### src/common/miner_cfg.svh
`ifndef MINER_CFG_SVH
`define MINER_CFG_SVH

// AXI-lite bus geometry
`define MINER_DATA_W		32
`define MINER_ADDR_W		8
`define MINER_ADDR_LSB		2

// Register file size
`define MINER_NUM_REGS		64

// Work packet spans words 1 to 54, first word in the top bits
`define MINER_WORK_FIRST	1
`define MINER_WORK_LAST		54
`define MINER_WORK_W		1728

// Start nonce and target, each two words with the low word first
`define MINER_NONCE_LO		55
`define MINER_TARGET_LO		57

// Interrupt enable and start control words
`define MINER_IRQ_EN_IDX	62
`define MINER_CTRL_IDX		63
`define MINER_CTRL_RESET	1

`endif

### src/common/miner_pkg.sv
`include "miner_cfg.svh"

package miner_pkg;

	////////////////////////////////////////////////////////////////////////////
	//
	// Register word views
	//
	////////////////////////////////////////////////////////////////////////////

	// One bus word, read whole or merged lane by lane under the strobes
	typedef union packed
	{
		logic [`MINER_DATA_W-1:0]		raw;
		logic [`MINER_DATA_W/8-1:0][7:0]	lanes;
	} reg_word_u;

	// One strobe bit per byte lane
	typedef logic [`MINER_DATA_W/8-1:0] byte_strb_t;

	// Word index, the byte address without its low bits
	typedef logic [`MINER_ADDR_W-`MINER_ADDR_LSB-1:0] reg_idx_t;

	// Nonce and target values
	typedef logic [2*`MINER_DATA_W-1:0] nonce_t;

endpackage

### src/hw/miner_regs.sv
`timescale 1ns/1ps

`include "miner_cfg.svh"

module miner_regs
(
	input  logic			S_AXI_ACLK,
	input  logic			i_reset,

	input  logic			i_wr_en,
	input  miner_pkg::reg_idx_t	i_wr_idx,
	input  miner_pkg::reg_word_u	i_wr_data,
	input  miner_pkg::byte_strb_t	i_wr_strb,
	input  miner_pkg::reg_idx_t	i_rd_idx,

	output miner_pkg::reg_word_u	o_rd_word,
	output logic [`MINER_WORK_W-1:0]	o_work_pkt,
	output miner_pkg::nonce_t	o_start_nonce,
	output miner_pkg::nonce_t	o_target,
	output logic			o_start,
	output logic			o_irq_en
);

	miner_pkg::reg_word_u	regs [0:`MINER_NUM_REGS-1];
	miner_pkg::reg_word_u	merged;

	////////////////////////////////////////////////////////////////////////////
	//
	// Strobe merge and register update
	//
	////////////////////////////////////////////////////////////////////////////

	// Lanes without a strobe keep their old byte
	always_comb
	begin
		merged = regs[i_wr_idx];
		for (int b = 0; b < `MINER_DATA_W/8; b++)
		begin
			if (i_wr_strb[b])
				merged.lanes[b] = i_wr_data.lanes[b];
		end
	end

	always_ff @(posedge S_AXI_ACLK)
	begin
		if (i_reset)
		begin
			for (int k = 0; k < `MINER_NUM_REGS; k++)
				regs[k] <= '0;
			regs[`MINER_CTRL_IDX].raw <= `MINER_CTRL_RESET;
		end
		else if (i_wr_en)
			regs[i_wr_idx] <= merged;
		else if (regs[`MINER_CTRL_IDX].raw[0])
			// Start bit lasts one idle cycle
			regs[`MINER_CTRL_IDX].raw[0] <= 1'b0;
	end

	////////////////////////////////////////////////////////////////////////////
	//
	// Read mux and field outputs
	//
	////////////////////////////////////////////////////////////////////////////

	assign o_rd_word = regs[i_rd_idx];

	// Word 1 lands in the most significant bits of the packet
	genvar gw;
	generate
		for (gw = `MINER_WORK_FIRST; gw <= `MINER_WORK_LAST; gw++)
		begin : g_work
			assign o_work_pkt[(`MINER_WORK_LAST-gw)*`MINER_DATA_W +: `MINER_DATA_W]
				= regs[gw].raw;
		end
	endgenerate

	// Lower word index is the low half
	assign o_start_nonce = {regs[`MINER_NONCE_LO+1].raw, regs[`MINER_NONCE_LO].raw};
	assign o_target      = {regs[`MINER_TARGET_LO+1].raw, regs[`MINER_TARGET_LO].raw};

	assign o_start  = regs[`MINER_CTRL_IDX].raw[0];
	assign o_irq_en = regs[`MINER_IRQ_EN_IDX].raw[0];

endmodule

### config.mk
export PLATFORM = sky130hd
export DESIGN_NAME = miner_regs
export DESIGN_NICKNAME = d
export VERILOG_FILES = /design/src/common/miner_pkg.sv /design/src/hw/miner_regs.sv
export VERILOG_INCLUDE_DIRS = /design/src /design/src/common
export SDC_FILE = /design/constraint.sdc
export NUM_CORES = 2
export LEC_CHECK = 0
export BUFFER_PORTS_ARGS = -buffer_cell sky130_fd_sc_hd__buf_4
export CORE_AREA = 8 8 746 748
export DETAILED_ROUTE_END_ITERATION = 10
export DIE_AREA = 0 0 754 756
export PLACE_DENSITY_LB_ADDON = 0.05
export SYNTH_ARGS = -nofsm -noshare
export SYNTH_HDL_FRONTEND = slang
export SYNTH_SLANG_ARGS = --single-unit
### constraint.sdc
create_clock -name S_AXI_ACLK -period 2.3 [get_ports S_AXI_ACLK]
set_input_delay 0.345 -clock S_AXI_ACLK [delete_from_list [all_inputs] [get_ports S_AXI_ACLK]]
set_output_delay 0.345 -clock S_AXI_ACLK [all_outputs]
set_load 0.05 [all_outputs]
Word level (Yosys, flattened, before mapping)
Memory sizes are Yosys's and may differ from the RTL's.
Cells that the tools add are included.
{"block": "op_classes", "div": 0, "eq_ne": 4, "reduce_logical": 5, "bitwise": 2, "mux": 18, "addsub": 0, "order_cmp": 0, "mul": 0, "n_shift": 0}
{"cell": "32-bit 2-to-1 mux", "n": 2}
{"cell": "8-bit 2-to-1 mux", "n": 4}
{"cell": "32-bit OR reduction", "n": 1}
{"cell": "1-bit 2-to-1 mux", "n": 10}
{"cell": "2-bit AND reduction", "n": 4}
{"cell": "6-bit 2-to-1 mux", "n": 1}
{"cell": "4-bit 2-to-1 mux", "n": 1}
{"cell": "1-bit inequality test (second input constant)", "n": 4}
{"cell": "1-bit bitwise OR", "n": 2}
{"block": "word_totals", "output_inout_bits": 1890, "latchBits": 0, "wordCells": 30, "memories": 1, "ram_bits": 2048, "in_bits": 51, "regBits": 0, "rom_bits": 0}
{"name": "regs", "depth": 64, "width": 32, "read_ports": 61, "rd_ports_with_merged_regs": 0, "wr": 64, "line_no": "miner_regs.sv:24", "source": "miner_pkg::reg_word_u regs [0:`MINER_NUM_REGS-1];"}

Depth between registers and ports, before layout
{"block": "logic_depth", "depth_word": 6, "mapped_depth": 10, "ltp_nobuf": 5}

Least setup slack after synthesis
OpenSTA, ideal clock, no wires.
{"block": "synth_timing", "kind": "input -> output", "start": "in i_rd_idx[0]", "end": "out o_rd_word[11] (netlist bit)", "path_slack_ns": -1.158, "path_buffers": 5, "t_required_ns": 1.955, "path_stages": 9, "t_arrival_ns": 3.113, "path_cell_list": "buf_4 > buf_8 > buf_12 > buf_8 > buf_8 > mux2i_1 > a221oi_1 > a221oi_1 > nor4_1"}
{"item": "start: declaration", "line_no": "miner_regs.sv:14", "source": "input miner_pkg::reg_idx_t i_rd_idx,"}
{"item": "end: declaration", "line_no": "miner_regs.sv:16", "source": "output miner_pkg::reg_word_u o_rd_word,"}

==> results.py <==
metrics = {
    "global_routing": {
        "grt_max_degree": 92,
        "grt-ovfl-total": 0,
        "grt_pass1_wl_mm": 910,
        "grt_pass1_vias": 79000,
        "gr-usage-all-layers_pct": 24.3,
        "antenna_found_initial": 64,
    },
    "yosys": {
        "async_flop_share_pct": 0,
        "postSynthAreaPerCell_sq_um": 15.2,
        "synth_commonest_cells": "2,050 x and2_1, 2,048 x edfxtp_1, 468 x mux4_2, 317 x clkbuf_1, 279 x nor2_1",
        "yosysTopAreaCell": "edfxtp_1",
        "synth_fp_nets": 6298,
        "ys_ff_latch": 2048,
        "synth_area_sq_mm": 0.0948,
        "yosysMostFrequentCell": "and2_1",
        "synth-main-ff-cell": "edfxtp_1",
        "synth_cell_types": 46,
        "synth.top_cells.by_area": "edfxtp_1 65%, and2_1 14%, mux4_2 11%",
        "netlist_instances": 6247,
        "synth-warning-count": 0,
        "yosysSeqAreaShare_pct": 64.9,
        "synthDominantCellAreaShare_pct": 64.9,
        "synth_edf_count": 2048,
    },
    "worst_setup_path": {
        "timing.rr.end": "regs[63][0]$_DFFE_PP_",
        "cp_common_cell": "mux4_2",
        "reg2reg_depth": 2,
        "critPathLaunchType": "register",
        "crit_required_ns": 1.96,
        "path_cells": "mux4_2, mux4_2, o211ai_1, buf_4, nor3_4, buf_6",
        "arrival_ns": 3.29,
        "r2r_slack_ns": 1.39,
        "reg2reg_from": "regs[63][0]$_DFFE_PP_",
        "slowest_delay_ns": 0.67,
        "critPathLaunch": "regs[2][8]$_SDFFCE_PN0P_",
        "crit_path_max_fanout": 2,
        "cp-end-kind": "primary output",
        "crit_slowest_cell": "mux4_2",
        "criticalPathCategory": "register to primary output",
    },
    "finish": {
        "drive_gt1_share_pct": 54.6,
        "areaGrowthSynthToFinish_pct": 59.6,
        "largestRegisters": "regs x2048",
        "nets": 10690,
        "top_register": "regs",
        "largest_register_ff_count": 2048,
        "final_cell_area_sq_mm": 0.151,
    },
    "power": {
        "fin_total_pwr_mw": 113,
        "power_density_mw_per_mm2": 745,
        "vdd_ir_drop_max_mv": 0.475,
        "p_leak_nw": 60.0,
    },
    "route": {
        "first_pass_iters": 5,
        "wl_met1_mm": 306,
        "route.detailed.drc": 0,
        "first_iter_violations": 6881,
        "wl_per_cell_microns": 39.9,
        "via_count": 76256,
        "postRouteAntennaNets": 0,
        "routed.top_layer": "met5",
        "drt-total-wl_mm": 724,
        "viasPerCell": 4.21,
        "wl_met2_mm": 358,
        "wl_met3_mm": 39.5,
    },
    "place": {
        "place_ws_ns": -1.94,
        "gp_congestion": 0.858,
        "place_area_sq_mm": 0.138,
        "portBuffers": 1940,
        "dp_hpwl_mm": 592,
    },
    "clock_tree": {
        "cts_tree": "done",
        "clk_pin_slew_ns": 0.06,
        "htree_levels": 5,
        "cts_inserted_buffers": 279,
        "root_buffer": "clkbuf_16",
        "clk_latency_ns": 0.89,
        "cts.path.max_buffers": 4,
        "cts_num_sinks": 2048,
    },
    "run": {
        "maxCapViolCount": 0,
    },
    "min_path": {
        "hold_end": "regs[47][3]$_SDFFCE_PN0P_",
        "whs_path_depth": 3,
        "min_path_type": "input port to register",
        "hold_start": "i_wr_data[3]",
    },
    "status": {
        "outcome": "finished, violations left",
        "violations": "negative setup slack",
    },
    "timing": {
        "worst_pin_slew_ns": 1.02,
        "finalHoldViolCount": 0,
        "fin_crit_ns": 3.63,
        "finalSetupViolations": 33,
        "fmax_mhz": 275,
        "final.period_utilization_pct": 158,
        "fin_skew_ns": 0,
        "finalSetupTns_ns": -36.20,
        "setup_ws_ns": -1.33,
        "drv_slew": 0,
        "relSlewSlack_pct": 31.9,
        "rsz0062_at_grt": "yes",
    },
    "floorplan": {
        "coreArea_sq_mm": 0.546,
        "initial_core_util_pct": 17.4,
        "die_y_microns": 756,
        "dieArea_sq_mm": 0.570,
        "rows": 272,
        "die_x_microns": 754,
        "ios": 1941,
    },
}
-- final cells by class --
cell class / count / area (sq um)
Tap cell: 7261 / 9080
Timing Repair Buffer: 4589 / 38600
Clock buffer: 326 / 7220
Sequential cell: 2048 / 61500
Multi-Input combinational cell: 3719 / 33200
Antenna cell: 28 / 70.1
Fill cell: 56427 / 394000
Clock inverter: 161 / 1480
Inverter: 2 / 7.51
-- how the worst max path moves through the flow --
stage / to / slack, ns / depth (start not counted)
final: o_rd_word[8] / -1.33 / 6
after global placement: o_rd_word[25] / -1.95 / 11
after detailed placement: o_rd_word[22] / -1.94 / 10
after floorplan: o_rd_word[11] / -0.29 / 9
after global routing: o_rd_word[9] / -1.45 / 5
after CTS: o_rd_word[9] / -1.46 / 5
-- critical path: cells and delay by family (launching register included) --
family | cells | cell delay (ns)
muxes | 2 | 1.20
DFF | 1 | 0.48
buffers and inverters | 2 | 0.33
AOI/OAI and AO/OA | 1 | 0.25
and+or+nand+nor | 1 | 0.07
-- power by group --
part / total (mW) / internal, mW / switching, mW
clock: 43.3 / 24.7 / 18.6
sequential: 44.8 / 43.0 / 1.80
combinational: 24.5 / 8.18 / 16.3
total: 113 / 75.8 / 36.8
-- cell families (layout without fill, tap and decap cells) --
logic type / count (synthesis) / after routing / synth area share, %
buffers and inverters: 480 / 5078 / 2.34
AND/OR/NAND/NOR: 2761 / 2761 / 17.2
multiplexers: 661 / 661 / 13.2
AO/OA/AOI/OAI: 297 / 297 / 2.35
other: 0 / 28 / 0
flip-flops: 2048 / 2048 / 64.9
-- layer usage --
metal / vias to the layer above / GRT usage, %
li1: 31868 / -
met1: 40859 / 30.9
met3: 519 / 4.52
met4: 12 / 6.10
met5: - / 0
met2: 2998 / 42.5
-- per-stage QoR --
step / utilization, % / hold slack (ns) / cells
after floorplan: - / 0.600 / 6247
after global placement: 25.4 / 0.657 / 17450
after detailed placement: 25.4 / 0.660 / 17450
after CTS: 27.7 / 0.00222 / 18091
after global routing: 27.7 / 0.0398 / 18109
final: 27.7 / 0.0981 / 18134
-- layout by cell type, fill, tap and decap left out, types with 20 or more instances in the layout --
cell,instances
buf_4,4083
edfxtp_1,2048
and2_1,2047
mux4_2,468
clkbuf_16,282
nor2_1,270
or2_2,257
buf_12,244
buf_6,189
mux2i_1,122
nand2_1,90
clkinv_1,75
buf_8,48
clkbuf_1,44
clkinv_2,35
a22oi_1,33
mux2i_4,33
a22o_1,32
diode_2,28
dlygate4sd3_1,25
a21oi_4,24
a22oi_2,23
a221oi_4,21
mux2_2,20
-- what timing repair did --
item	CTS	global route
gates resized for setup	551	44
setup buffers	173	24
hold buffers	25	0
endpoints found under the setup margin	99	45
hold endpoints to repair	336	0
pin swaps	65	24
gates cloned	0	0
Note: power is estimated with default switching activity, not from simulation.
