==> src/common/miner_cfg.svh <==
`ifndef MINER_CFG_SVH
`define MINER_CFG_SVH

// AXI-lite bus geometry
`define MINER_DATA_W		32
`define MINER_ADDR_W		8
`define MINER_ADDR_LSB		2

// Register file size
`define MINER_NUM_REGS		64

// Work packet spans words 1 to 54, first word in the top bits
`define MINER_WORK_FIRST	1
`define MINER_WORK_LAST		54
`define MINER_WORK_W		1728

// Start nonce and target, each two words with the low word first
`define MINER_NONCE_LO		55
`define MINER_TARGET_LO		57

// Interrupt enable and start control words
`define MINER_IRQ_EN_IDX	62
`define MINER_CTRL_IDX		63
`define MINER_CTRL_RESET	1

`endif

==> src/common/miner_pkg.sv <==
`include "miner_cfg.svh"

package miner_pkg;

	////////////////////////////////////////////////////////////////////////////
	//
	// Register word views
	//
	////////////////////////////////////////////////////////////////////////////

	// One bus word, read whole or merged lane by lane under the strobes
	typedef union packed
	{
		logic [`MINER_DATA_W-1:0]		raw;
		logic [`MINER_DATA_W/8-1:0][7:0]	lanes;
	} reg_word_u;

	// One strobe bit per byte lane
	typedef logic [`MINER_DATA_W/8-1:0] byte_strb_t;

	// Word index, the byte address without its low bits
	typedef logic [`MINER_ADDR_W-`MINER_ADDR_LSB-1:0] reg_idx_t;

	// Nonce and target values
	typedef logic [2*`MINER_DATA_W-1:0] nonce_t;

endpackage

==> src/hw/miner_ctrl.sv <==
`timescale 1ns/1ps

module miner_ctrl
(
	input  logic			S_AXI_ACLK,
	input  logic			i_reset,

	// From the register file
	input  logic			i_start,
	input  logic			i_irq_en,

	// From the hash core
	input  logic			i_good_nonce,
	input  logic			i_irq_ack,
	input  miner_pkg::nonce_t	i_nonce_found,

	output logic			o_hash_rst_n,
	output logic			o_irq,
	output miner_pkg::nonce_t	o_irq_nonce
);

	logic			hash_rst_n;
	logic			irq;
	miner_pkg::nonce_t	irq_nonce;
	logic			nonce_hit;
	logic			ack_hit;

	////////////////////////////////////////////////////////////////////////////
	//
	// Hash core reset
	//
	////////////////////////////////////////////////////////////////////////////

	// Low for one cycle behind each cycle the start bit is set
	// Comes out of reset low, since the start word resets to 1
	always_ff @(posedge S_AXI_ACLK)
	begin
		if (i_reset)
			hash_rst_n <= 1'b0;
		else
			hash_rst_n <= !i_start;
	end

	assign o_hash_rst_n = hash_rst_n;

	////////////////////////////////////////////////////////////////////////////
	//
	// Nonce capture and interrupt
	//
	////////////////////////////////////////////////////////////////////////////

	// Both events only count while the interrupt is enabled
	assign nonce_hit = i_good_nonce && i_irq_en;
	assign ack_hit   = i_irq_ack && i_irq_en;

	always_ff @(posedge S_AXI_ACLK)
	begin
		if (i_reset)
			irq_nonce <= '0;
		else if (nonce_hit)
			irq_nonce <= i_nonce_found;
	end

	// A fresh nonce beats an acknowledge in the same cycle
	always_ff @(posedge S_AXI_ACLK)
	begin
		if (i_reset)
			irq <= 1'b0;
		else if (nonce_hit)
			irq <= 1'b1;
		else if (ack_hit)
			irq <= 1'b0;
	end

	assign o_irq       = irq;
	assign o_irq_nonce = irq_nonce;

	// Interrupt only rises when the enable word allowed it
	a_irq_needs_en : assert property (@(posedge S_AXI_ACLK) disable iff (i_reset)
		$rose(o_irq) |-> $past(i_irq_en));

endmodule

==> config.mk <==
export PLATFORM = sky130hd
export DESIGN_NAME = miner_ctrl
export DESIGN_NICKNAME = d
export VERILOG_FILES = /design/src/common/miner_pkg.sv /design/src/hw/miner_ctrl.sv
export VERILOG_INCLUDE_DIRS = /design/src /design/src/common
export SDC_FILE = /design/constraint.sdc
export NUM_CORES = 1
export LEC_CHECK = 0
export ABC_AREA = 1
export BUFFER_PORTS_ARGS = -buffer_cell sky130_fd_sc_hd__buf_2
export CAP_MARGIN = 20
export CORE_MARGIN = 2
export CORE_UTILIZATION = 43
export CTS_BUF_LIST = sky130_fd_sc_hd__clkbuf_4 sky130_fd_sc_hd__clkbuf_8
export CTS_CLUSTER_SIZE = 16
export DETAILED_ROUTE_END_ITERATION = 12
export GPL_ROUTABILITY_DRIVEN = 0
export PLACE_DENSITY_LB_ADDON = 0.25
export SETUP_SLACK_MARGIN = 0.1
export SYNTH_ARGS = -nofsm -noshare
export SYNTH_HDL_FRONTEND = slang
export SYNTH_SLANG_ARGS = --single-unit
==> constraint.sdc <==
create_clock -name S_AXI_ACLK -period 2.3 [get_ports S_AXI_ACLK]
set_input_delay 0.46 -clock S_AXI_ACLK [delete_from_list [all_inputs] [get_ports S_AXI_ACLK]]
set_output_delay 0.46 -clock S_AXI_ACLK [all_outputs]
set_load 0.02 [all_outputs]
; After elaboration in Yosys (flattened, before gate mapping)
; Cells that the tools add are included.
[classes]
mux = 2
n_reduce_logical = 4
[ops]
columns = cell, n
row1 = $logic_and A1 B1 Y1, 2
row2 = $mux W1, 2
row3 = $reduce_bool A2 Y1, 1
row4 = $logic_not A1 Y1, 1
[totals]
regBits = 66
in_bits = 70
out_inout_bits = 66
wordCells = 9

; Longest topological paths before layout
; Gate-level depths: netlist (run 1).
[logic_depth]
ltp_word = 3
depth_mapped = 6
ltp_nobuf = 4

; Worst setup path before layout (run 1)
; Ideal clock, no wire load.
[synth_timing]
kind = input to register
start = input i_irq_en
end = register irq_nonce[0] (netlist: o_irq_nonce[0])
arrival_ps = 965
setup_slack_ps = 1222
stages = 5
path_buffers = 2
path_cell_list = nand2_1 > buf_4 > buf_4 > nor2_1 > nor2_1
[synth_via]
elab_chain_cells = 1
[synth_lines]
columns = item, line_no
row1 = start: declaration, miner_ctrl.sv:10  ; input logic i_irq_en,
row2 = $logic_and A1 B1 Y1, miner_ctrl.sv:53  ; assign nonce_hit = i_good_nonce && i_irq_en;
row3 = end signal: assignment, miner_ctrl.sv:61  ; irq_nonce <= i_nonce_found;
row4 = end: declaration, miner_ctrl.sv:24  ; miner_pkg::nonce_t irq_nonce;
; No other way between the ends.
; A chain may end at the register's enable or synchronous reset.

; Worst setup path in the final report (run 1)
[layout_timing]
start = register irq_nonce[55] (netlist: o_irq_nonce[55])
end = output o_irq_nonce[55]
[layout_lines]
columns = item, line_no
row1 = end: declaration, miner_ctrl.sv:19  ; output miner_pkg::nonce_t o_irq_nonce
; No word-level cell between the ends.

==> impl_metrics.toml, run 1 <==
[cts]
cts_sinks = 66
path_clk_slew_ns = 0.07
clock_latency_ns = 0.32
clk_path_buf_depth = 2
cts_buffers = 9
cts_resized = 0
cts_setup_buffers = 0
postCtsHoldBufs = 0
cts_tree = "built"
htreeDepth = 3
cts_root_buf = "clkbuf_8"

[global_route]
grt_use_total_pct = 17.7
grt_overflow = 0
grt_pass1_vias = 2355
grt_max_degree = 71
grt_antenna_before_repair = 0
grt_pass1_wl_um = 10000

[final_layout]
finalNetCount = 611
multi_input_area_um2 = 988
area_delta_synth_final_pct = 31.5
n_fill_cell = 605
seq_area_um2 = 1320
num_antenna_cells = 0
drive_gt1_share_pct = 28.4

[floorplan]
num_rows = 28
core_area_um2 = 5990
initial_core_util_pct = 45.0
fp.dieH_um = 83.2
io_pins = 136
dieArea_um2 = 6920
die_width_um = 83.2

[worst_setup_path]
critical_path_class = "flop to output port"
crit_arrival_ns = 0.85
crit_chain = "buf_2"
crit_buf_inv = 1
slowest_delay_ns = 0.34
end_kind = "output port"
cp_max_fo = 2
critPathTopFamily = "flip-flops"
slowest_stage = "dfxtp_1"
start_kind = "flop"
rrSetupSlack_ns = 1.64
required_ns = 1.84

[detailed_routing]
wl_per_cell_um = 9.66
ant_nets = 0
drc = 0
drt_wl_total_um = 5990
drtIter0Drc = 86
dr.pass1.iters = 4
via_per_inst = 4.16
dr_total_vias = 2581

[timing]
setup_ws_ns = 0.994
slew_viol_final = 0
worstMarginPinSlew_ns = 0.539
rsz0062_at_grt = "no"
timing.final.crit_share_pct = 56.8
slew_headroom_pct = 64.0
setup_viol = 0
holdWs_ns = 0.303
finalHoldViolCount = 0
fmax_mhz = 766
setup_tns_ns = 0
fin_crit_ns = 1.31
skew_ns = 0

[place]
pre_cts_ws_ns = 0.769
io_buffers = 135
dpl.hpwl_um = 4170

[power_and_ir_drop]
power_density_nw_per_um2 = 720
peakVddDrop_mv = 0.432
leakagePower_nw = 2.18

[yosys]
yosysSeqAreaShare_pct = 49.0
synth_warnings = 0
syn_area_per_cell_um2 = 6.54
syn-instance-count = 412
synth_fp_nets = 482
synth_cell_types = 10
synth-seq-cells = 66
syn_area_um2 = 2700

[job]
maxCapViolCount = 0

[hold_path]
hold_class = "primary input to flop"

[status]
status = "complete, no violations"
==> worst reg2reg max path: stages (launching register included) <==
cell and delay [ns]:
dfxtp_1 0.34, inv_1 0.06, nand2_1 0.06, nand2_1 0.05, nor2_1 0.09
==> cell type report <==
| cell class | count | share of cell area (%) |
|---|---|---|
| tap | 75 | 2.65 |
| inverter | 65 | 6.88 |
| sequential | 66 | 37.3 |
| multi-input combinational | 261 | 27.9 |
| clock inverter | 3 | 0.424 |
| timing repair buffer | 138 | 20.4 |
| clock buffer | 12 | 4.48 |
==> logic make-up after synthesis <==
family / Yosys count / share of synthesized area [%]
flops: 66 / 49.0
buf+inv: 85 / 14.6
simple gates: 260 / 36.2
compound gates: 1 / 0.185
==> metrics by stage <==
step	cells	utilization [%]	power, mW	area [um^2]
final	620	59.2	2.55	3540
after global routing	620	59.2	2.70	3540
after CTS	620	59.2	2.59	3540
after detailed placement	605	56.3	1.72	3370
after global placement	605	56.3	1.71	3370
after floorplan	412	-	1.57	2700
==> Yosys cell counts <==
cell / n / area share (%)
nand2_1: 131 / 18
nor2_1: 129 / 18
dfxtp_1: 66 / 49
inv_2: 1 / 0.14
buf_6: 5 / 2.1
buf_2: 6 / 1.1
a21oi_1: 1 / 0.19
clkbuf_1: 1 / 0.14
buf_4: 8 / 2.2
inv_1: 64 / 8.9
==> report_power, final <==
part	total, mW	switching [mW]	internal [mW]
Clock	0.858	0.407	0.451
Combinational	0.438	0.274	0.164
Sequential	1.26	0.0361	1.22
Total	2.55	0.717	1.84
==> metal layers <==
metal,track usage (%),up-vias,wire (um)
met5,0,-,0
met4,8.05,0,87
met3,5.57,9,501
met2,29.8,85,2680
met1,20.4,1075,2720
li1,-,1412,-
==> final timing paths <==
path | cells after the start | start | end
min reg2reg | 2 | o_irq | o_irq
max reg2reg | 4 | o_irq_nonce[47] | o_irq_nonce[47]
max | 1 | o_irq_nonce[55] | o_irq_nonce[55]
min | 2 | i_start | o_hash_rst_n
==> state kept, by name, summed over array words and instances (netlist names) <==
name,cells
o_irq_nonce,64
o_hash_rst_n,1
o_irq,1
==> layout by cell type (no fill, tap or decap) <==
| cell type | netlist | layout |
|---|---|---|
| buf_2 | 6 | 135 |
| nand2_1 | 131 | 130 |
| nor2_1 | 129 | 129 |
| dfxtp_1 | 66 | 66 |
| inv_1 | 64 | 64 |
| clkbuf_8 | 0 | 11 |
| clkinv_2 | 0 | 3 |
| buf_12 | 0 | 2 |
| nand2_4 | 0 | 1 |
| inv_2 | 1 | 1 |
| a21oi_1 | 1 | 1 |
| clkbuf_4 | 0 | 1 |
| buf_4 | 8 | 1 |
Note: power is estimated with default switching activity, not from simulation.
==> inputs of run 2 (changes only) <==
--- a/config.mk
+++ b/config.mk
@@ -6,7 +6,7 @@
 export SDC_FILE = /design/constraint.sdc
 export NUM_CORES = 1
 export LEC_CHECK = 0
-export ABC_AREA = 1
+export ABC_AREA = 0
 export BUFFER_PORTS_ARGS = -buffer_cell sky130_fd_sc_hd__buf_2
 export CAP_MARGIN = 20
 export CORE_MARGIN = 2
==> constraint.sdc (replaced) <==
create_clock -name S_AXI_ACLK -period 1.2 [get_ports S_AXI_ACLK]
set_input_delay 0.24 -clock S_AXI_ACLK [delete_from_list [all_inputs] [get_ports S_AXI_ACLK]]
set_output_delay 0.24 -clock S_AXI_ACLK [all_outputs]
set_load 0.02 [all_outputs]
==> run 2 against run 1 <==
Final cell count is 19% lower. Critical path depth stayed put. Sequential power is 86% higher. Critical endpoint is now o_irq_nonce[61]. First-iteration DRC count is 5.8% lower. Sequential share of layout area is 2.5 points lower. Non-clock buffer count is 10 higher. Via count is 0.39% lower. Sequential cell count stayed put. Die area is 3.4% higher. Highest routed layer unchanged. Design area is 7.2% higher. Register-to-register slack worse by 1.2 ns.
==> impl_metrics.toml, run 2 <==
[power_and_ir_drop]
combPwrFrac_pct = 16.5
internal_power_mw = 3.53
pwr-share-seq_pct = 49.4
leakagePower_nw = 1.76
peakVddDrop_mv = 0.750
p_clk_share_pct = 34.1
switchingPower_mw = 1.20
power_density_nw_per_um2 = 1250
switching_share_pct = 25.4

[yosys]
yosysSeqAreaShare_pct = 47.3
syn_area_um2 = 2790
synthSimpleGateAreaFrac_pct = 12.1
synth_fp_nets = 368
yosysTopAreaCellShare_pct = 47.3
synthMuxAreaShare_pct = 0
ys_top_cells_by_area = "dfxtp_1 47%, a21bo_1 12%, a21oi_1 11%"
synth-seq-cells = 66
synthXorXnorAreaFrac_pct = 0
synth_compound_area_share_pct = 34.7
syn-instance-count = 298
synth-adder-area-share_pct = 0
synth_top_family_by_area = "compound AO/OA/AOI/OAI gates"
yosysTopAreaCell = "dfxtp_1"
synth.most_common_cell = "dfxtp_1"
synthArstFlopShare_pct = 0
synth_edf_count = 0
synth_cell_types = 13
synth_warnings = 0
synthFlopType = "dfxtp_1"
ys_top_cells_by_count = "66 x dfxtp_1, 64 x a21oi_1, 64 x nand3_1"
syn_area_per_cell_um2 = 9.38

[global_route]
grt_use_total_pct = 18.5
grt_antenna_before_repair = 0
grt_pass1_wl_um = 11000
grt_overflow = 0
grt_pass1_vias = 2382
grt_max_degree = 50

[floorplan]
io_pins = 136
num_rows = 29
dieArea_um2 = 7160
fp.dieH_um = 84.6
die_width_um = 84.6
initial_core_util_pct = 44.3
core_area_um2 = 6310

[detailed_routing]
dr_total_vias = 2571
wl_per_cell_um = 13.2
drc = 0
drt_wl_total_um = 6640
ant_nets = 0
dr.pass1.iters = 4
via_per_inst = 5.12
drtIter0Drc = 81

[timing]
slew_viol_final = 0
holdWs_ns = 0.0613
setup_tns_ns = 0
setup_ws_ns = 0.132
fmax_mhz = 936
fin_crit_ns = 1.07
rsz0062_at_grt = "yes"
finalHoldViolCount = 0
setup_viol = 0
worstMarginPinSlew_ns = 0.237
timing.final.crit_share_pct = 89.0
skew_ns = 0
slew_headroom_pct = 84.2

[worst_setup_path]
crit_chain = "buf_2"
crit_buf_inv = 1
cp_max_fo = 2
end_kind = "output port"
slowest_stage = "dfxtp_1"
required_ns = 0.96
crit_arrival_ns = 0.83
slowest_delay_ns = 0.34
critical_path_class = "flop to output port"
critPathTopFamily = "flip-flops"
reg2regPathDepth = 2
cp_num_cells = 1
start_kind = "flop"

[place]
place_area_um2 = 3590
io_buffers = 135
dpl.hpwl_um = 4460
pre_cts_ws_ns = 0.158

[final_layout]
final_cell_mix = "117 x buf_2, 66 x dfxtp_1, 64 x nand3_1, 64 x a21oi_1, 34 x a21bo_1"
num_antenna_cells = 0
finalNetCount = 492
area_delta_synth_final_pct = 36.0
n_fill_cell = 585
final_util_pct = 60.2
drive_gt1_share_pct = 45.2
multi_input_area_um2 = 1310
final_common_cell = "buf_2"
post-route-cell-area_um2 = 3800
seq_area_um2 = 1320
largest_reg_flops = 64

[cts]
cts_tree = "built"
cts_sinks = 66
path_clk_slew_ns = 0.06
cts_root_buf = "clkbuf_8"
clk_path_buf_depth = 2
postCtsHoldBufs = 0
cts_resized = 0
htreeDepth = 3
clock_latency_ns = 0.32
cts_setup_buffers = 0
cts_buffers = 9

[hold_path]
hold-path-cell-count = 2
hold_class = "primary input to flop"

[status]
status = "complete, no violations"

[job]
maxCapViolCount = 0
## run 2: cell types whose count changed after synthesis, moves of 7 or more
cell / change
a21bo_2: +30
nand3_1: +64
nor2_1: -128
buf_4: -7
a21oi_1: +63
inv_1: -64
a21bo_1: +34
nand2_1: -129
buf_2: +18
## run 2: routing by layer
layer,vias up,routed length (um),GRT usage [%]
met5,-,0,0
met4,0,85,5.92
met3,9,563,6.59
met2,88,2920,29.1
met1,1166,3070,23.7
li1,1308,-,-
## run 2: through the flow
| stage | instances | power, mW |
|---|---|---|
| after floorplan | 298 | 2.85 |
| after global placement | 488 | 3.15 |
| after detailed placement | 488 | 3.16 |
| after CTS | 502 | 4.78 |
| after global routing | 502 | 4.97 |
| final | 502 | 4.73 |
## run 2: final timing paths
kind / startpoint / to / slack (ns)
max: o_irq_nonce[61] / o_irq_nonce[61] / 0.13
min reg2reg: o_irq_nonce[16] / o_irq_nonce[16] / 0.57
min: i_start / o_hash_rst_n / 0.06
max reg2reg: o_irq_nonce[0] / o_irq_nonce[0] / 0.44
## run 2: power groups by stage
stage                     Combinational (mW)  Sequential [mW]  Clock [mW]
final                                  0.782             2.34        1.61
after floorplan                        0.336             2.51           0
after CTS                              0.776             2.34        1.67
after global routing                   0.853             2.35        1.77
after global placement                 0.765             2.38           0
after detailed placement               0.773             2.38           0
## run 2: kinds of logic (layout without fill, tap and decap cells)
logic type / count (synthesis) / count (layout)
flip-flops: 66 / 66
AO/OA/AOI/OAI: 129 / 129
buffers and inverters: 35 / 162
AND/OR/NAND/NOR: 68 / 68
## run 2: layout make-up
cell class | count | share of cell area, %
Timing Repair Buffer | 148 | 23.8
Clock buffer | 14 | 4.41
Tap cell | 77 | 2.54
Sequential cell | 66 | 34.8
Multi-Input combinational cell | 197 | 34.4
