[src/common/miner_cfg.svh]
`ifndef MINER_CFG_SVH
`define MINER_CFG_SVH

// AXI-lite bus geometry
`define MINER_DATA_W		32
`define MINER_ADDR_W		8
`define MINER_ADDR_LSB		2

// Register file size
`define MINER_NUM_REGS		64

// Work packet spans words 1 to 54, first word in the top bits
`define MINER_WORK_FIRST	1
`define MINER_WORK_LAST		54
`define MINER_WORK_W		1728

// Start nonce and target, each two words with the low word first
`define MINER_NONCE_LO		55
`define MINER_TARGET_LO		57

// Interrupt enable and start control words
`define MINER_IRQ_EN_IDX	62
`define MINER_CTRL_IDX		63
`define MINER_CTRL_RESET	1

`endif

[src/common/miner_pkg.sv]
`include "miner_cfg.svh"

package miner_pkg;

	////////////////////////////////////////////////////////////////////////////
	//
	// Register word views
	//
	////////////////////////////////////////////////////////////////////////////

	// One bus word, read whole or merged lane by lane under the strobes
	typedef union packed
	{
		logic [`MINER_DATA_W-1:0]		raw;
		logic [`MINER_DATA_W/8-1:0][7:0]	lanes;
	} reg_word_u;

	// One strobe bit per byte lane
	typedef logic [`MINER_DATA_W/8-1:0] byte_strb_t;

	// Word index, the byte address without its low bits
	typedef logic [`MINER_ADDR_W-`MINER_ADDR_LSB-1:0] reg_idx_t;

	// Nonce and target values
	typedef logic [2*`MINER_DATA_W-1:0] nonce_t;

endpackage

[src/hw/axil_slave/axil_read_port.sv]
`timescale 1ns/1ps

module axil_read_port
(
	input  logic			S_AXI_ACLK,
	input  logic			i_reset,

	input  logic			i_arvalid,
	input  logic			i_rready,
	input  miner_pkg::reg_word_u	i_rd_word,

	output logic			o_arready,
	output logic			o_rvalid,
	output logic			o_rd_ld,
	output miner_pkg::reg_word_u	o_rdata
);

	logic			rvalid;
	logic			rd_hs;
	miner_pkg::reg_word_u	rdata;

	////////////////////////////////////////////////////////////////////////////
	//
	// Read address handshake
	//
	////////////////////////////////////////////////////////////////////////////

	// Only one read in flight, so ready simply follows the valid flag
	assign o_arready = !rvalid;
	assign rd_hs     = i_arvalid && !rvalid;
	assign o_rd_ld   = rd_hs;

	////////////////////////////////////////////////////////////////////////////
	//
	// Read data channel
	//
	////////////////////////////////////////////////////////////////////////////

	always_ff @(posedge S_AXI_ACLK)
	begin
		if (i_reset)
			rvalid <= 1'b0;
		else if (rd_hs)
			rvalid <= 1'b1;
		else if (i_rready)
			rvalid <= 1'b0;
	end

	// Word as it stood in the handshake cycle
	always_ff @(posedge S_AXI_ACLK)
	begin
		if (i_reset)
			rdata <= '0;
		else if (rd_hs)
			rdata <= i_rd_word;
	end

	assign o_rvalid = rvalid;
	assign o_rdata  = rdata;

	// Data must not move while the master is stalling
	a_rdata_stable : assert property (@(posedge S_AXI_ACLK) disable iff (i_reset)
		o_rvalid && !i_rready |=> $stable(o_rdata));

endmodule

[config.mk]
export PLATFORM = sky130hd
export DESIGN_NAME = axil_read_port
export DESIGN_NICKNAME = d
export VERILOG_FILES = /design/src/common/miner_pkg.sv /design/src/hw/axil_slave/axil_read_port.sv
export VERILOG_INCLUDE_DIRS = /design/src /design/src/common
export SDC_FILE = /design/constraint.sdc
export NUM_CORES = 1
export LEC_CHECK = 0
export BUFFER_PORTS_ARGS = -buffer_cell sky130_fd_sc_hd__buf_2
export CORE_MARGIN = 2
export CORE_UTILIZATION = 40
export CTS_BUF_LIST = sky130_fd_sc_hd__clkbuf_4 sky130_fd_sc_hd__clkbuf_8
export DETAILED_ROUTE_END_ITERATION = 7
export PLACE_DENSITY_LB_ADDON = 0.15
export SYNTH_ARGS = -nofsm -noshare
export SYNTH_HDL_FRONTEND = slang
export SYNTH_SLANG_ARGS = --single-unit
[constraint.sdc]
create_clock -name S_AXI_ACLK -period 1.05 [get_ports S_AXI_ACLK]
set_input_delay 0.1575 -clock S_AXI_ACLK [delete_from_list [all_inputs] [get_ports S_AXI_ACLK]]
set_output_delay 0.1575 -clock S_AXI_ACLK [all_outputs]
set_load 0.03 [all_outputs]
# Word-level counts from Yosys, hierarchy flattened
# Index checks and enable logic that the tools add are counted.
# totals
register_bits	33
inputBits	36
out_inout_bits	35
# op_classes
muxes	2
reduce_logical	3
# op_table
op	n
$mux 1	2
$reduce_bool 2->1	1
$logic_and 1x1->1	1
$logic_not 1->1	1

# Depth between registers and ports, before layout
# Gate-level depths: netlist (run 1).
# logic_depth
word_depth	3
depth_mapped	4
mapped_depth_nobuf	2

# Worst setup path before layout (run 1)
# OpenSTA, ideal clock, no wires.
# synth_path
path_type	reg2reg
start	register rvalid (netlist: o_rvalid)
end	register rdata (netlist bit o_rdata[19])
setup_time_ns	0.117
arrival_time_ns	1.066
required_ns	0.933
setup_slack_ns	-0.133
path_stages_with_launch	4
synth_period_minus_slack_ns	1.183
path_cell_list	dfxtp_1 > clkbuf_2 > nand4bb_1 > o21ai_2
# synth_between
elab_chain_cells	2
# synth_lines
item	line_no	rtl
start, declared	axil_read_port.sv:18	logic rvalid;
start signal, assigned	axil_read_port.sv:42	rvalid <= 1'b0;
start signal, assigned	axil_read_port.sv:44	rvalid <= 1'b1;
start signal, assigned	axil_read_port.sv:46	rvalid <= 1'b0;
$logic_not 1->1	axil_read_port.sv:30	assign rd_hs = i_arvalid && !rvalid;
$logic_and 1x1->1	axil_read_port.sv:30	
end signal, assigned	axil_read_port.sv:55	rdata <= i_rd_word;
end, declared	axil_read_port.sv:20	miner_pkg::reg_word_u rdata;
# No other way between the ends.
# A chain may end at the register's enable or synchronous reset.

# Worst setup path in the final report (run 1)
# layout_path
start	register rvalid (netlist: o_rvalid)
end	output o_arready
# layout_between
elab_chain_cells	1
# layout_lines
item	line_no	rtl
$logic_not 1->1	axil_read_port.sv:29	assign o_arready = !rvalid;
end, declared	axil_read_port.sv:12	output logic o_arready,
# No other way between the ends.

==> metrics.md, run 1 <==
| Metric | Value |
|---|---|
| EDFF count, synth | 0 |
| Clock slew at reported path FFs | around 0.060 ns |
| Failing checks | setup timing |
| Seq cells post-synth | 33 |
| Routed vias/inst | 5.07 |
| GRT overflow | 0 |
| Final hold violation count | 0 |
| Clk sinks | 33 |
| H-tree Lvls | 2 |
| Detailed Place HPWL | 2590 um |
| Max transition margin | 86.2% |
| Initial Util | 42.3% |
| Die height | 67.0 um |
| DRC Markers | 0 |
| Setup tns final | -0.0817 ns |
| Asr flop ratio synth | 0% |
| Mean Syn Cell Area | ~11 um^2 |
| Port bufs | 70 |
| Max IR drop VDD | 862 uV |
| Critical Path Slowest Stage Cell | dfxtp_4 |
| Post-synth net total | 185 |
| Die X-Extent | 67.0 um |
| Synth area leaders | dfxtp_1, nand4bb_1, nand2b_1, o21ai_2, o21ai_1 |
| Final worst slack | -0.0456 ns |
| Synthesized cell area | between 1500 and 2000 um^2 |
| Hold_buf cts | 0 |
| Tcrit/Tclk final | 104% |
| Routed len/inst | 14.0 um |
| F_max | 0.913 GHz |
| Cells after Synth | 149 |
| Total track usage | 18.2% |
| Critical-path maximum fanout | 6 |
| Final setup viols | 3 |
| Initial antenna violation count | 0 |
| Cell family with most CP delay | flip-flops |
| Root Buffer | clkbuf_8 |
| Synth top cells by count | dfxtp_1, nand2b_1, nand4bb_1, o21ai_2, o21ai_1 |
| Worst min path class | primary input to flop |
| Area share of the largest cell type after synthesis | 41.7% |
| Synth unique cells | 14 |
| Max-Cap Viols | 0 |
| Ant. Diodes | 0 |
| Beginning of the worst hold path | i_rready |
| CP Capture Type | output pin |
| Worst path arrival time | 0.94 ns |
| Multi-input logic area | 822 um^2 |
| Worst skew pair latency | 0.28 ns |
| First-pass GRT wire length | about 6000 um |
| Yosys top cell by area | dfxtp_1 |
| Core Rows | 22 |
| Final cell count without fillers | ~270 |
| I/O Pins | 71 |
| Area Growth Syn to Fin | 35.4% |
| Ys Warns | 0 |
| Most frequent cell after synthesis | dfxtp_1 |
| Placed cells | 261 |
| Post-layout min period | 1.10 ns |
| RSZ-0062 raised after global routing | true |
| DRT iter0 DRCs | 59 |
| Least-Margin Pin Slew | approximately 0.21 ns |
| Largest net degree at the start of global routing | 66 |
| CP dominant cell by count | buf_6 |
| Critical path's largest stage delay | approximately 0.40 ns |
| CTS Buf Count | 5 |
| CP Launch Point | o_rvalid |
| Area of the die | ~4500 um^2 |
| Status | finished with violations |
| P_leak | roughly 0.9 nW |
| Drt total wl | between 3000 and 4000 um |
| Post-synthesis sequential area ratio | 41.7% |
| Total power | a little over 3 mW |
| Vias | between 1000 and 1500 |
| WS Path Type | flop to output pin |
| FF/Latch Area | between 600 and 700 um^2 |
| PwrDens | 1420 nW/um^2 |
| Share of cells above drive strength 1 | 50.7% |
| Cells along the critical path | buf_6, inv_2, buf_6 |
| CP Launch Type | flop |
| Reg2reg start | o_rvalid |
| Vias in the first global route | about 1400 |
| Core area | ~3700 um^2 |
| CTS tree | done |
| GP Congestion | 0.710 |
| Ys flop type | dfxtp_1 |
| Layout fillers | 382 |
| Routed Antenna Nets | 0 |
| Clock Path Buffers | 2 |
| Worst Path Required | a little under 0.9 ns |
| Nets@finish | 259 |
| First drt pass iteration count | 4 |
| CP Buf/Inv Count | 3 |
| Clock skew | 0.00152 ns |
| Count of final max-slew check failures | 0 |
flip-flops by register name, indices dropped and copies added, names as in the netlist:
name	flops
o_rvalid	1
o_rdata	32
routing by layer:
layer	vias to the layer above	share of wire [%]	GRT usage (%)	routed length (um)
met5	-	0	0	0
met4	0	0.58	8.42	22
met3	4	7.0	5.24	264
met2	40	49	31.4	1860
met1	649	43	20.6	1650
li1	680	-	-	-
worst register-to-register path, stage by stage, from the launching register on:
cell     delay (ns)
dfxtp_4        0.38
nor2b_4        0.13
buf_4          0.15
buf_6          0.16
o21ai_2        0.07
cells in the final DEF (no fill, tap or decap), drive strengths merged:
cell type  netlist  routed
buf             10      83
dfxtp           33      33
nand2b          32      32
nand4bb         32      32
o21ai           32      32
clkbuf           6       7
nor2b            1       1
inv              1       1
nor2             1       1
a211oi           1       1
metrics by stage:
step           instance area, um^2  worst slack [ns]  hold slack (ns)  utilization (%)
6_report                      2150           -0.0456           0.0685             57.3
4_1_cts                       2130           -0.0595           0.0550             56.8
5_1_grt                       2150           -0.0799           0.0641             57.3
3_5_place_dp                  1990            0.0934            0.356             53.0
3_3_place_gp                  1990             0.140            0.347             53.0
2_1_floorplan                 1590            0.0555            0.248                -
cell families (layout without fill, tap and decap cells):
group	after synthesis	after routing	synth area share, %
compound gates	33	33	15.4
simple gates	66	66	36.5
buf+inv	17	91	6.47
flops	33	33	41.7
layout make-up:
class                           instances  share of cell area, %
Clock buffer                            7                   4.20
Multi-Input combinational cell         99                   38.3
Timing Repair Buffer                   83                   23.6
Tap cell                               48                   2.80
Sequential cell                        33                   31.0
Inverter                                1                  0.175
final timing paths:
check	endpoint	slack [ns]	cells after the start
max	o_arready	-0.05	3
min	o_rvalid	0.07	2
max reg2reg	o_rdata[6]	0.06	4
min reg2reg	o_rdata[11]	0.46	2
where the power goes:
part / switching (mW) / total (mW) / internal, mW
clock: 0.421 / 0.966 / 0.545
sequential: 0.0462 / 1.38 / 1.34
combinational: 0.399 / 0.703 / 0.304
total: 0.866 / 3.05 / 2.18
timing repair:
| action | in CTS | in global routing |
|---|---|---|
| buffers inserted | 3 | 0 |
| setup endpoints to repair | 3 | 11 |
| gates cloned | 0 | 0 |
| gates resized for setup | 10 | 5 |
| hold endpoints to repair | 0 | 0 |
No activity file was read; power rests on OpenSTA's default activity.
==> run 2, diff against run 1 <==
- SETUP_SLACK_MARGIN: not set -> 0.3
==> run 2 against run 1 <==
The run still ends with setup timing left. Sequential power rose by 3%. Count of clock-buffer cells in the layout stayed put. Flip-flop and latch count unchanged. Core utilization increased by 12 points. Worst hold slack improved by 0.0046 ns. Combinational power increased by 28%. Sequential share of layout area decreased by 3.8 points. Via count grew 6.3%. Die area unchanged. Wire length up 10%. Critical path type unchanged. Largest cell class is now non-clock buffers.
==> metrics.md, run 2 (synthesized netlist as in run 1, its figures left out) <==
| Metric | Value |
|---|---|
| Max IR drop VDD | 1080 uV (+25%) |
| Ant. Diodes | 0 (unchanged) |
| Total power | 3.26 mW (+7.0%) |
| Area of the die | 4480 um^2 (unchanged) |
| CTS tree | done |
| Core area | 3740 um^2 (unchanged) |
| Die X-Extent | 67.0 um (unchanged) |
| CTS Buf Count | 5 (unchanged) |
| Nets@finish | 284 (+9.7%) |
| Area Growth Syn to Fin | 63.5% |
| Share of cells above drive strength 1 | 69.0% (+18 points) |
| RSZ-0062 raised after global routing | true |
| Worst Path Required | 0.89 ns (about the same) |
| Initial Util | 42.3% (unchanged) |
| Clk sinks | 33 (unchanged) |
| Critical Path Slowest Stage Cell | dfxtp_4 |
| Commonest non-fill, non-tap cell in the layout | buf_6 |
| Max-Cap Viols | 0 (unchanged) |
| Clock Path Buffers | 2 (unchanged) |
| Routed len/inst | 14.1 um (+1.1%) |
| Final worst slack | -0.0338 ns (+0.0118 ns) |
| Critical path's largest stage delay | 0.39 ns (about the same) |
| Placed cells | 260 (-0.38%) |
| Final setup viols | 2 (-1) |
| Max reg flops | 32 (unchanged) |
| GP Congestion | 0.661 (-7.0%) |
| Commonest cells after routing, fill and taps aside | buf_6, buf_2, nand2b_1, nand4bb_1, dfxtp_2 |
| Root Buffer | clkbuf_8 |
| Cells along the critical path | buf_12, inv_4, buf_6 |
| Tcrit/Tclk final | 103% (-1.1 points) |
| Status | finished with violations |
| Post-layout min period | 1.08 ns (-0.0118 ns) |
| F_max | 0.923 GHz (+1.1%) |
| Least-Margin Pin Slew | 0.350 ns (+0.143 ns) |
| Largest net degree at the start of global routing | 66 (unchanged) |
| Cell family with most CP delay | flip-flops |
| DRC Markers | 0 (unchanged) |
| WS Path Type | flop to output pin |
| Worst skew pair latency | 0.27 ns (about the same) |
| I/O Pins | 71 (unchanged) |
| Die height | 67.0 um (unchanged) |
| Vias | 1459 (+6.3%) |
| Initial antenna violation count | 0 (unchanged) |
| CP Launch Type | flop |
| DRT iter0 DRCs | 71 (+20%) |
| Port bufs | 70 (unchanged) |
| Placement Setup Slack | 0.0613 ns (-0.0320 ns) |
| Final Hold Slack | 0.0731 ns (+0.00458 ns) |
| Total track usage | 19.9% (+1.7 points) |
| Worst min path class | primary input to flop |
| Worst path arrival time | 0.93 ns (about the same) |
| Max transition margin | 76.7% (-9.5 points) |
| Count of final max-slew check failures | 0 (unchanged) |
| Routed Antenna Nets | 0 (unchanged) |
| PwrDens | 1260 nW/um^2 (-11%) |
| Clock skew | 0.00225 ns (+0.000731 ns) |
| Core Rows | 22 (unchanged) |
| CP Buf/Inv Count | 3 (unchanged) |
| Critical-path maximum fanout | 4 (-2) |
| Failing checks | setup timing |
| GRT overflow | 0 (unchanged) |
| P_leak | 1.11 nW (+20%) |
| H-tree Lvls | 2 (unchanged) |
| Final cell count without fillers | 296 (+9.2%) |
| First drt pass iteration count | 4 (unchanged) |
| CP Capture Type | output pin |
| Vias in the first global route | 1447 (+5.2%) |
| Detailed Place HPWL | 2610 um (+0.63%) |
| First-pass GRT wire length | 6600 um (+8.1%) |
| Routed vias/inst | 4.93 (-2.7%) |
| Drt total wl | 4190 um (+10%) |
| Clock slew at reported path FFs | 0.06 ns (about the same) |
| Final hold violation count | 0 (unchanged) |
[run 2: cell types whose count changed in the layout (fill, tap and decap cells not counted), moves of 25 or more]
cell     previous run  this run
dfxtp_2             0        32
buf_6               8        39
dfxtp_1            32         0
buf_4               6        31
buf_2              67        35
[run 2: path summary, 6_finish.rpt]
kind	startpoint	end	slack (ns)	cells after the start
max	o_rvalid	o_arready	-0.03	3
min	i_rready	o_rvalid	0.07	2
max reg2reg	o_rvalid	o_rdata[30]	0	4
min reg2reg	o_rdata[28]	o_rdata[28]	0.48	2
[run 2: power by group]
group          total [mW]  switching [mW]  internal (mW)
combinational       0.902           0.429          0.473
clock               0.946           0.401          0.545
sequential           1.42          0.0635           1.35
[run 2: layout make-up]
type / instances / area, um^2
timing repair buffer: 108 / 902
fill: 308 / 1150
tap: 48 / 60.1
inverter: 1 / 6.26
clock buffer: 7 / 90.1
multi-input combinational: 99 / 830
sequential: 33 / 704
[run 2: worst register-to-register path: cells and delay by family, from the launching register on]
| kind | cells | cell delay (ns) |
|---|---|---|
| flops | 1 | 0.37 |
| buf+inv | 2 | 0.33 |
| simple gates | 1 | 0.14 |
| compound gates | 1 | 0.09 |
[run 2: metrics by stage]
step                setup TNS, ns  utilization, %  area (um^2)
floorplan                       0               -         1610
global placement                0            53.1         1990
detailed placement              0            53.1         1990
CTS                        -0.107            66.1         2480
global route               -0.557            69.3         2590
finish                    -0.0673            69.3         2590
[run 2: repair_timing]
| item | CTS | global route |
|---|---|---|
| setup endpoints to repair | 68 | 68 |
| buffers inserted | 14 | 15 |
| hold buffers | 0 | 0 |
| gates resized for setup | 112 | 1 |
[run 2: layer usage]
metal | global-route usage (%) | part of all wire, % | vias up
met5 | 0 | 0 | -
met4 | 6.89 | 0.53 | 0
met3 | 7.26 | 4.9 | 2
met2 | 33.5 | 51 | 38
met1 | 23.2 | 43 | 691
li1 | - | - | 728
==> run 3, diff against run 2 <==
- CTS_CLUSTER_DIAMETER: not set -> 100
- CTS_CLUSTER_SIZE: not set -> 10
- REMOVE_ABC_BUFFERS: not set -> 1
==> run 3 against run 2 <==
The flow still finishes with violations (setup timing). Worst setup slack worse by 0.017 ns. Power up 2.1%. Register-to-register slack lost 0.03 ns.
==> metrics.md, run 3 (synthesized netlist as in run 1, its figures left out) <==
| Metric | Value |
|---|---|
| Status | finished with violations |
| Failing checks | setup timing |
| Switching Fraction | 27.7% (+0.34 points) |
| Clock Path Buffers | 2 (unchanged) |
| Commonest non-fill, non-tap cell in the layout | buf_6 |
| Count of final max-slew check failures | 0 (unchanged) |
| PwrDens | 1260 nW/um^2 (+0.14%) |
| Final worst slack | -0.0509 ns (-0.0171 ns) |
| Critical path's largest stage delay | 0.39 ns (about the same) |
| F_max | 0.908 GHz (-1.6%) |
| Clk sinks | 33 (unchanged) |
| Max IR drop VDD | 810 uV (-25%) |
| Total stage count of the critical path | 3 (unchanged) |
| Worst path arrival time | 0.94 ns (about the same) |
| Least-Margin Pin Slew | 0.202 ns (-0.148 ns) |
| Clock slew at reported path FFs | 0.06 ns (about the same) |
| CTS tree | done |
| P_leak | 1.12 nW (+1.1%) |
| CP Buf/Inv Count | 3 (unchanged) |
| DRC Markers | 0 (unchanged) |
| Hold_buf cts | 0 (unchanged) |
| GRT overflow | 0 (unchanged) |
| Final hold violation count | 0 (unchanged) |
| Largest net degree at the start of global routing | 66 (unchanged) |
| Critical Path Slowest Stage Cell | dfxtp_4 |
| Cells along the critical path | buf_8, inv_4, buf_6 |
| First drt pass iteration count | 4 (unchanged) |
| Core Rows | 22 (unchanged) |
| Worst Path Required | 0.89 ns (about the same) |
| CP Launch Type | flop |
| RSZ-0062 raised after global routing | true |
| Worst hold path depth | 2 (unchanged) |
| H-tree Lvls | 2 (unchanged) |
| DRT iter0 DRCs | 49 (-31%) |
| Vias | 1444 (-1.0%) |
| Total power | 3.33 mW (+2.1%) |
| Routed len/inst | 15.0 um (+6.2%) |
| Clock skew | 0.00494 ns (+0.00268 ns) |
| Routed Antenna Nets | 0 (unchanged) |
| Tcrit/Tclk final | 105% (+1.6 points) |
| Worst min path class | primary input to flop |
| Core area | 3740 um^2 (unchanged) |
| Initial Util | 42.3% (unchanged) |
| Vias in the first global route | 1539 (+6.4%) |
| GP Congestion | 0.656 (-0.62%) |
| Total track usage | 21.5% (+1.6 points) |
| Drt total wl | 4420 um (+5.5%) |
| WS Path Type | flop to output pin |
| Initial antenna violation count | 0 (unchanged) |
| Final setup viols | 8 (+6) |
| Routed vias/inst | 4.91 (-0.35%) |
| Ant. Diodes | 0 (unchanged) |
| Max reg flops | 32 (unchanged) |
| Detailed Place HPWL | 2670 um (+2.3%) |
| Critical-path maximum fanout | 4 (unchanged) |
| I/O Pins | 71 (unchanged) |
| Area of the die | 4480 um^2 (unchanged) |
| Int Pwr | 2.41 mW (+1.6%) |
| Die height | 67.0 um (unchanged) |
| CTS Buf Count | 5 (unchanged) |
| Max-Cap Viols | 0 (unchanged) |
| Area Growth Syn to Fin | 66.8% |
| Commonest cells after routing, fill and taps aside | buf_6, buf_2, nand2b_1, nand4bb_1, dfxtp_2 |
| Sequential cell fraction of total power | 42.5% (-0.9 points) |
| Worst r2r path cells | 4 (unchanged) |
| Nets@finish | 281 (-1.1%) |
| Root Buffer | clkbuf_8 |
| P_sw | 0.924 mW (+3.4%) |
| Clk pwr share | 29.0% (about the same) |
| Cell family with most CP delay | flip-flops |
| CP Capture Type | output pin |
| Worst skew pair latency | 0.28 ns (about the same) |
| Max transition margin | 86.5% (+9.9 points) |
| Share of cells above drive strength 1 | 68.7% (-0.25 points) |
| First-pass GRT wire length | 7140 um (+8.3%) |
| Combinational power share | 28.5% (+0.8 points) |
| Port bufs | 70 (unchanged) |
| Placement Setup Slack | 0.0522 ns (-0.00916 ns) |
| Post-layout min period | 1.10 ns (+0.0171 ns) |
| Die X-Extent | 67.0 um (unchanged) |
==> run 3: changes by cell type in the layout (fill, tap and decap cells not counted), moves of 2 or more <==
cell	previous run	this run
buf_6	39	37
buf_4	31	24
clkbuf_4	1	3
buf_8	1	5
==> run 3: routing by layer <==
| metal | vias to the layer above | global-route usage, % | wire [um] |
|---|---|---|---|
| met5 | - | 0 | 0 |
| met4 | 0 | 4.59 | 14 |
| met3 | 2 | 6.59 | 310 |
| met2 | 52 | 38.8 | 2210 |
| met1 | 658 | 24.8 | 1880 |
| li1 | 732 | - | - |
==> run 3: layout make-up <==
class | count | area (um^2)
clock buffer | 8 | 91.3
timing repair buffer | 105 | 952
fill | 291 | 1100
multi-input combinational | 99 | 830
sequential | 33 | 704
tap | 48 | 60.1
inverter | 1 | 6.26
==> run 3: path summary, 6_finish.rpt <==
kind / start / endpoint / slack (ns)
hold reg to reg: o_rdata[11] / o_rdata[11] / 0.47
setup / recovery: o_rvalid / o_arready / -0.05
setup reg to reg: o_rvalid / o_rdata[24] / -0.03
hold / removal: i_rready / o_rvalid / 0.07
==> run 3: what timing repair did <==
item | CTS | global route
setup endpoints to repair | 68 | 68
setup buffers | 12 | 11
gates resized for setup | 120 | 1
cloned | 2 | 1
pin swaps | 2 | 3
endpoints found under the hold margin | 0 | 0
==> run 3: metrics by stage <==
step / cell area [um^2] / hold slack, ns / utilization (%) / TNS, ns / std cells
after floorplan: 1490 / 0.222 / - / -23.11 / 133
after CTS: 2530 / 0.0599 / 67.7 / -0.304 / 282
after global routing: 2640 / 0.0532 / 70.6 / -0.744 / 294
final: 2640 / 0.0684 / 70.6 / -0.260 / 294
after global placement: 1980 / 0.376 / 52.8 / 0 / 260
after detailed placement: 1980 / 0.367 / 52.8 / 0 / 260
==> run 3: power groups by stage <==
stage / registers [mW] / clock network (mW) / logic (mW)
2_1_floorplan: 1.58 / 0 / 0.213
3_3_place_gp: 1.40 / 0 / 0.649
3_5_place_dp: 1.41 / 0 / 0.661
4_1_cts: 1.42 / 0.994 / 0.895
5_1_grt: 1.42 / 1.05 / 1.01
6_report: 1.42 / 0.965 / 0.951
